--- config.mk ---
export PLATFORM = sky130hd
export DESIGN_NAME = vm_subsystem
export DESIGN_NICKNAME = d
export VERILOG_FILES = /design/src/vm_pkg.sv /design/src/vm_subsystem.sv /design/src/wb_mem_master.sv /design/src/vmem_control.sv /design/src/page_map.sv /design/src/cycle_sequencer.sv
export SDC_FILE = /design/constraint.sdc
export NUM_CORES = 1
export LEC_CHECK = 0
export BUFFER_PORTS_ARGS = -buffer_cell sky130_fd_sc_hd__buf_4
export CORE_MARGIN = 8
export CORE_UTILIZATION = 40
export CTS_BUF_LIST = sky130_fd_sc_hd__clkbuf_16
export DETAILED_ROUTE_END_ITERATION = 12
export PLACE_DENSITY = 0.65
export REMOVE_ABC_BUFFERS = 1
export SYNTH_ARGS = -nofsm -noshare
export SYNTH_HDL_FRONTEND = slang
export SYNTH_SLANG_ARGS = --single-unit
export TNS_END_PERCENT = 100
--- constraint.sdc ---
create_clock -name clk -period 6.58 [get_ports clk]
set_input_delay 0.658 -clock clk [delete_from_list [all_inputs] [get_ports clk]]
set_output_delay 0.658 -clock clk [all_outputs]
set_load 0.01 [all_outputs]
--- src/vm_pkg.sv ---
// widths, typedefs, enums and the request, response and map structs of the vm path
`default_nettype none

package vm_pkg;

   // address and data widths
   localparam int VMA_W      = 24;
   localparam int PAGE_OFS_W = 8;
   localparam int MAP_IDX_W  = 6;
   localparam int FRAME_W    = 14;
   localparam int PADDR_W    = 22;
   localparam int WORD_W     = 32;

   // number of second-level map entries
   localparam int MAP_DEPTH  = 2 ** MAP_IDX_W;

   typedef logic [VMA_W-1:0]     vma_t;
   typedef logic [PADDR_W-1:0]   paddr_t;
   typedef logic [WORD_W-1:0]    word_t;
   typedef logic [FRAME_W-1:0]   frame_t;
   typedef logic [MAP_IDX_W-1:0] map_idx_t;

   typedef enum logic [1:0] {
      op_none   = 2'd0,
      op_read   = 2'd1,
      op_write  = 2'd2,
      op_ifetch = 2'd3
   } mem_op_e;

   // machine-cycle phases, in rotation order
   typedef enum logic [1:0] {
      st_alu      = 2'd0,
      st_write    = 2'd1,
      st_fetch    = 2'd2,
      st_prefetch = 2'd3
   } cycle_state_e;

   typedef struct packed {
      logic   access;
      logic   wperm;
      frame_t frame;
   } map_entry_t;

   typedef struct packed {
      logic       en;
      map_idx_t   idx;
      map_entry_t entry;
   } map_load_t;

   typedef struct packed {
      mem_op_e op;
      vma_t    vma;
      word_t   wdata;
   } mem_req_t;

   typedef struct packed {
      logic  done;
      logic  fault;
      word_t rdata;
   } mem_rsp_t;

endpackage

`default_nettype wire
--- src/vm_subsystem.sv ---
// vm_subsystem: top level joining sequencer, page map, controller and bus master
`timescale 1ns/1ps
`default_nettype none

module vm_subsystem
   import vm_pkg::*;
(
   input  wire logic      clk,
   input  wire logic      reset,
   input  wire mem_req_t  req,
   input  wire map_load_t map_load,
   output mem_rsp_t       rsp,
   output logic           wb_cyc,
   output logic           wb_stb,
   output logic           wb_we,
   output paddr_t         wb_adr,
   output word_t          wb_dat_w,
   input  wire word_t     wb_dat_r,
   input  wire logic      wb_ack
);

   cycle_state_e state;
   map_entry_t   entry;
   paddr_t       paddr;
   word_t        rdata;
   logic         waiting;
   logic         memrq;
   logic         rdcyc;
   logic         wrcyc;
   logic         memack;
   logic         done;
   logic         fault;

   cycle_sequencer u_seq (
      .clk     (clk),
      .reset   (reset),
      .waiting (waiting),
      .state   (state)
   );

   page_map u_map (
      .clk      (clk),
      .reset    (reset),
      .map_load (map_load),
      .vma      (req.vma),
      .entry    (entry)
   );

   // frame from the map, offset from the vma
   assign paddr = {entry.frame, req.vma[PAGE_OFS_W-1:0]};

   vmem_control u_ctl (
      .clk     (clk),
      .reset   (reset),
      .state   (state),
      .op      (req.op),
      .entry   (entry),
      .memack  (memack),
      .memrq   (memrq),
      .rdcyc   (rdcyc),
      .wrcyc   (wrcyc),
      .waiting (waiting),
      .done    (done),
      .fault   (fault)
   );

   wb_mem_master u_wb (
      .clk      (clk),
      .reset    (reset),
      .memrq    (memrq),
      .rdcyc    (rdcyc),
      .wrcyc    (wrcyc),
      .paddr    (paddr),
      .wdata    (req.wdata),
      .rdata    (rdata),
      .memack   (memack),
      .wb_cyc   (wb_cyc),
      .wb_stb   (wb_stb),
      .wb_we    (wb_we),
      .wb_adr   (wb_adr),
      .wb_dat_w (wb_dat_w),
      .wb_dat_r (wb_dat_r),
      .wb_ack   (wb_ack)
   );

   assign rsp.done  = done;
   assign rsp.fault = fault;
   assign rsp.rdata = rdata;

endmodule

`default_nettype wire

--- src/wb_mem_master.sv ---
// wb_mem_master: Wishbone classic master, one bus cycle per memory request
`timescale 1ns/1ps
`default_nettype none

module wb_mem_master
   import vm_pkg::*;
(
   input  wire logic   clk,
   input  wire logic   reset,
   input  wire logic   memrq,
   input  wire logic   rdcyc,
   input  wire logic   wrcyc,
   input  wire paddr_t paddr,
   input  wire word_t  wdata,
   output word_t       rdata,
   output logic        memack,
   output logic        wb_cyc,
   output logic        wb_stb,
   output logic        wb_we,
   output paddr_t      wb_adr,
   output word_t       wb_dat_w,
   input  wire word_t  wb_dat_r,
   input  wire logic   wb_ack
);

   typedef enum logic {
      bus_idle   = 1'b0,
      bus_active = 1'b1
   } bus_state_e;

   bus_state_e bus_q;
   paddr_t     adr_q;
   word_t      dat_q;
   word_t      rdata_q;

   // memrq is still high while memack is out, don't restart on it
   always_ff @(posedge clk)
   begin
      if (reset)
      begin
         bus_q  <= bus_idle;
         memack <= 1'b0;
      end
      else
      begin
         memack <= 1'b0;
         case (bus_q)
            bus_idle:
            begin
               if (memrq && !memack)
               begin
                  bus_q <= bus_active;
               end
            end
            bus_active:
            begin
               if (wb_ack)
               begin
                  bus_q  <= bus_idle;
                  memack <= 1'b1;
               end
            end
            default:
            begin
               bus_q <= bus_idle;
            end
         endcase
      end
   end

   // address and data held for the whole cycle
   always_ff @(posedge clk)
   begin
      if (bus_q == bus_idle && memrq)
      begin
         adr_q <= paddr;
         dat_q <= wdata;
      end
      if (bus_q == bus_active && wb_ack && rdcyc)
      begin
         rdata_q <= wb_dat_r;
      end
   end

   assign wb_cyc   = (bus_q == bus_active);
   assign wb_stb   = (bus_q == bus_active);
   // wrcyc is latched on the same edge the cycle opens
   assign wb_we    = (bus_q == bus_active) & wrcyc;
   assign wb_adr   = adr_q;
   assign wb_dat_w = dat_q;
   assign rdata    = rdata_q;

endmodule

`default_nettype wire

--- src/vmem_control.sv ---
// vmem_control: prepare/start/check pipeline, permission test, busy and cycle type
`timescale 1ns/1ps
`default_nettype none

module vmem_control
   import vm_pkg::*;
(
   input  wire logic         clk,
   input  wire logic         reset,
   input  wire cycle_state_e state,
   input  wire mem_op_e      op,
   input  wire map_entry_t   entry,
   input  wire logic         memack,
   output logic              memrq,
   output logic              rdcyc,
   output logic              wrcyc,
   output logic              waiting,
   output logic              done,
   output logic              fault
);

   logic prepare;
   logic start;
   logic check;
   logic busy;
   logic pending;
   logic deny;

   logic op_valid;
   logic is_write;
   logic launch;
   logic pfr;
   logic pfw;
   logic permit;
   logic mfinish;

   assign op_valid = (op != op_none);
   assign is_write = (op == op_write);

   // new ops only enter in an alu or write phase
   assign launch = op_valid & ~pending & ((state == st_alu) | (state == st_write));

   // held until the host drops op after done
   always_ff @(posedge clk)
   begin
      if (reset)
      begin
         pending <= 1'b0;
      end
      else if (launch)
      begin
         pending <= 1'b1;
      end
      else if (!op_valid)
      begin
         pending <= 1'b0;
      end
   end

   // prepare, then start the map lookup, then check it
   always_ff @(posedge clk)
   begin
      if (reset)
      begin
         prepare <= 1'b0;
         start   <= 1'b0;
         check   <= 1'b0;
      end
      else
      begin
         prepare <= launch;
         start   <= prepare & (state != st_alu);
         check   <= start;
      end
   end

   // read needs access, write needs access and write permit
   assign pfr    = entry.access & ~is_write;
   assign pfw    = entry.access & entry.wperm & is_write;
   assign permit = pfr | pfw;

   assign mfinish = memack;

   always_ff @(posedge clk)
   begin
      if (reset)
      begin
         busy  <= 1'b0;
         rdcyc <= 1'b0;
         wrcyc <= 1'b0;
         deny  <= 1'b0;
      end
      else
      begin
         deny <= check & ~permit;
         if (mfinish)
         begin
            busy  <= 1'b0;
            rdcyc <= 1'b0;
            wrcyc <= 1'b0;
         end
         else if (check && permit)
         begin
            // cycle type decided here, ifetch counts as a read
            busy  <= 1'b1;
            rdcyc <= ~is_write;
            wrcyc <= is_write;
         end
      end
   end

   assign memrq   = busy | (check & ~start & permit);
   assign waiting = memrq & busy;

   // denied ops finish one cycle after check, others on memack
   assign done  = deny | memack;
   assign fault = deny;

endmodule

`default_nettype wire

--- src/page_map.sv ---
// page_map: writable 64-entry page map with combinational lookup
`timescale 1ns/1ps
`default_nettype none

module page_map
   import vm_pkg::*;
(
   input  wire logic      clk,
   input  wire logic      reset,
   input  wire map_load_t map_load,
   input  wire vma_t      vma,
   output map_entry_t     entry
);

   // access bit of every entry
   logic [MAP_DEPTH-1:0] access_q;

   // write-permit and frame of every entry
   logic                 wperm_mem [MAP_DEPTH];
   frame_t               frame_mem [MAP_DEPTH];

   map_idx_t             idx;

   // index is the vma bits just above the word offset
   assign idx = vma[PAGE_OFS_W +: MAP_IDX_W];

   always_ff @(posedge clk)
   begin
      if (reset)
      begin
         access_q <= '0;
      end
      else if (map_load.en)
      begin
         access_q[map_load.idx] <= map_load.entry.access;
      end
   end

   always_ff @(posedge clk)
   begin
      if (map_load.en)
      begin
         wperm_mem[map_load.idx] <= map_load.entry.wperm;
         frame_mem[map_load.idx] <= map_load.entry.frame;
      end
   end

   // lookup straight off the held vma
   always_comb
   begin
      entry.access = access_q[idx];
      entry.wperm  = wperm_mem[idx];
      entry.frame  = frame_mem[idx];
   end

endmodule

`default_nettype wire

--- src/cycle_sequencer.sv ---
// cycle_sequencer: four-phase machine-cycle FSM with a hold input
`timescale 1ns/1ps
`default_nettype none

module cycle_sequencer
   import vm_pkg::*;
(
   input  wire logic   clk,
   input  wire logic   reset,
   input  wire logic   waiting,
   output cycle_state_e state
);

   cycle_state_e state_q;
   cycle_state_e state_next;

   // alu -> write -> fetch -> prefetch, then around again
   always_comb
   begin
      state_next = state_q;
      if (!waiting)
      begin
         case (state_q)
            st_alu:
            begin
               state_next = st_write;
            end
            st_write:
            begin
               state_next = st_fetch;
            end
            st_fetch:
            begin
               state_next = st_prefetch;
            end
            st_prefetch:
            begin
               state_next = st_alu;
            end
            default:
            begin
               state_next = st_alu;
            end
         endcase
      end
   end

   // frozen in place while memory holds us off
   always_ff @(posedge clk)
   begin
      if (reset)
      begin
         state_q <= st_alu;
      end
      else
      begin
         state_q <= state_next;
      end
   end

   assign state = state_q;

endmodule

`default_nettype wire

==> qor.tcl <==
set qor(syn-cell-area_um2) 42700
set qor(power_leakage_nw) 15.8
set qor(iter_0_drt_violations) 2349
set qor(crit_arrival_ns) 4.31
set qor(timing_worst_setup_path_type) {in2reg}
set qor(die_boundary_width_um) 343
set qor(setup.worst_path.end_class) {register}
set qor(ff_to_ff_setup_slack_ns) 3.35
set qor(fp-row-count) 120
set qor(critical_path.max_fanout) 60
set qor(min-delay-path-class) {in2reg}
set qor(first_global_vias) 21200
set qor(antenna_found_initial) 14
set qor(synth_cells) 1937
set qor(synth_top_area_frac) 0.736
set qor(status) {complete, no violations}
set qor(cts_hold_buffers) 0
set qor(cts_inserted_buffers) 108
set qor(irDropWorstVdd_v) 0.000262
set qor(synth.avg_cell_area_um2) 22.0
set qor(drcViolationCount) 0
set qor(grt_pass1_wl_um) 149000
set qor(gp_congestion) 0.840
set qor(synthDistinctLibCells) 47
set qor(gr-usage-all-layers) 0.173
set qor(max_clock_freq_mhz) 249
set qor(synthFlopType) {edfxtp_1}
set qor(core_area_um2) 106000
set qor(layout_worst_path_cycle_share) 0.611
set qor(boundaryPins) 207
set qor(layout-drive-gt1-share) 0.330
set qor(internal_power_w) 0.0116
set qor(wire_per_inst_um) 27.9
set qor(synth_seq_area_share) 0.772
set qor(number_of_hold_violations_in_the_final_report) 0
set qor(m1WireLength_um) 42800
set qor(clk-insertion-delay-late_ns) 0.68
set qor(tritoncts) {yes}
set qor(detail_route.vias_per_cell) 5.63
set qor(syn_to_final_growth_pct) 16.1
set qor(timing.rr.end) {u_wb.wb_dat_w[9]}
set qor(whs_ns) 0.168
set qor(ctsLongestPathBuffers) 3
set qor(worstReg2RegStart) {u_map.access_q[60]}
set qor(dp.final_hpwl_um) 60200
set qor(total_number_of_yosys_warnings) 0
set qor(synth_common_cells) {1046 x edfxtp_1, 320 x mux4_2, 77 x nand2_1, 76 x dfxtp_1, 76 x nor2_1}
set qor(met3_length_um) 9570
set qor(finalMaxSlewViolations) 0
set qor(grt_setup_unrepaired) {false}
set qor(cts_repair_resize_count) 0
set qor(io_buffers) 196
set qor(detailroute.wirelength.met2_um) 48800
set qor(synth-edff-count) 1046
set qor(setup_tns_ns) 0
set qor(grt_start_max_net_pins) 81
set qor(die-area_um2) 117000
set qor(worst_hold_path.num_cells) 1
set qor(total_switching_power_w) 0.00304
set qor(first_pass_iters) 5
set qor(cts_num_sinks) 1122
set qor(sequential_power_share) 0.536
set qor(floorplan.initialDensity) 0.401
set qor(h-tree-depth) 3
set qor(timing.critical_path.required_ns) 6.87
set qor(clock_power_frac) 0.415
set qor(startpoint_type) {input port}
set qor(finalNonFillerCells) 3710
set qor(dp.cells) 3503
set qor(power_switching_share) 0.207
set qor(routed_wirelength_um) 103000
set qor(worstHoldEndpoint) {u_wb.wb_dat_w[2]}
set qor(root_buffer) {clkbuf_16}
set qor(worst_setup_path_startpoint) {req[40]}
set qor(worst_pin_slew_ns) 1.30
set qor(power_density_over_the_cells_nw_per_um2) 296
set qor(ant_nets) 0
set qor(global_route.overflow_total) 0
set qor(dr.max_layer_used) {met5}
set qor(timing.final.crit_period_ns) 4.02
set qor(cts.clk_slew.worst_paths_ns) 0.06
set qor(number_of_synthesized_register_bits) 1122
set qor(die-height_um) 343
set qor(postSynth.asyncResetShare) 0
set qor(num-nets-final) 2329
set qor(worst_clk_skew_ns) 0.0252
set qor(yosys-top-cells-area) {edfxtp_1 74%, mux4_2 17%, dfxtp_1 3.6%, a21oi_1 0.76%, o21ai_0 0.76%}
set qor(synth_top_cell_by_area) {edfxtp_1}
set qor(slew_headroom) 0.131
set qor(synth_most_common_cell) {edfxtp_1}
set qor(timing.reg2reg.worst_path_depth) 8
set qor(postCtsSetupBuffers) 0
set qor(holdCritStartpoint) {req[2]}
set qor(route.vias.total) 20900
set qor(finalSetupViolCount) 0
set qor(maxCapViolations) 0
set qor(share_comb_of_total_power) 0.049
[flip-flops by register name, indices dropped and copies added (netlist names)]
register         cells
u_map.wperm_mem     64
u_wb.memack          1
u_seq.state          2
u_ctl.rdcyc          1
u_ctl.busy           1
u_ctl.fault          1
u_wb.wb_adr         22
u_ctl.prepare        1
u_map.frame_mem    896
u_ctl.pending        1
u_ctl.start          1
u_ctl.wrcyc          1
u_ctl.check          1
u_wb.rdata          32
u_map.access_q      64
u_wb.wb_dat_w       32
u_wb.wb_cyc          1
[layout make-up]
| type | instances | area [um2] |
|---|---|---|
| Fill cell | 8604 | 56900 |
| Sequential cell | 1122 | 32900 |
| Multi-Input combinational cell | 694 | 9170 |
| Clock buffer | 115 | 2880 |
| Timing Repair Buffer | 276 | 2100 |
| Tap cell | 1403 | 1760 |
| Clock inverter | 83 | 637 |
| Inverter | 8 | 30.0 |
| Antenna cell | 9 | 22.5 |
[stage by stage]
stage               cell area (um2)   util  setup WS [ns]  total power [W]
floorplan                     42100      -           1.43          0.00832
global placement              46000  0.432           1.89          0.00872
finish                        49500  0.465           2.56           0.0147
global route                  49500  0.465           2.26           0.0151
CTS                           49500  0.465           2.53           0.0148
detailed placement            46000  0.432           1.83          0.00875
[logic make-up after synthesis]
family,after synthesis,share of synthesized area
simple gates,194,0.0194
flops,1122,0.772
compound gates,155,0.0201
buf+inv,121,0.0137
fa+ha+maj,3,0.000880
mux,342,0.174
[worst max-delay path: stages]
cell      delay [ns]
buf_8           0.46
buf_4           0.73
mux4_2          0.37
a22oi_1         0.09
a31oi_1         0.59
o21a_1          0.27
o211ai_1        0.18
a21oi_4         0.18
buf_4           0.54
[per-layer routing]
metal / global-route usage / up-vias
li1: - / 8645
met1: 0.243 / 11100
met2: 0.276 / 944
met3: 0.0413 / 160
met4: 0.0392 / 10
met5: 0 / -
[power by group through the flow]
stage	combinational, W	clock, W	sequential (W)
2_1_floorplan	0.000302	0	0.00801
5_1_grt	0.000771	0.00647	0.00787
3_5_place_dp	0.000735	0	0.00802
4_1_cts	0.000736	0.00621	0.00787
3_3_place_gp	0.000712	0	0.00801
6_report	0.000724	0.00609	0.00787
[layout by cell type, fill, tap and decap left out, drive strengths merged, types with 2 or more instances in the layout]
cell type	instances
nor2b	8
mux2i	21
a31oi	2
diode	9
and2	3
nand4	3
edfxtp	1046
or3b	2
inv	37
a22oi	5
a221oi	2
o21a	3
nand3	11
dfxtp	76
clkbuf	115
a21oi	65
bufinv	9
clkinv	45
nor3b	2
o21ai	66
nor3	3
ha	3
o2111ai	2
buf	276
nand3b	3
nor2	76
mux4	320
nand2	77
[worst max-delay path by stage]
stage                     depth (start not counted)                to
after floorplan                                   6    u_wb.wb_adr[0]
after global placement                            9   u_wb.wb_adr[14]
after detailed placement                          9    u_wb.wb_adr[9]
after CTS                                         9  u_wb.wb_dat_w[9]
after global routing                              9   u_wb.wb_adr[17]
final                                             9  u_wb.wb_dat_w[9]
No activity file was read; power rests on OpenSTA's default activity.
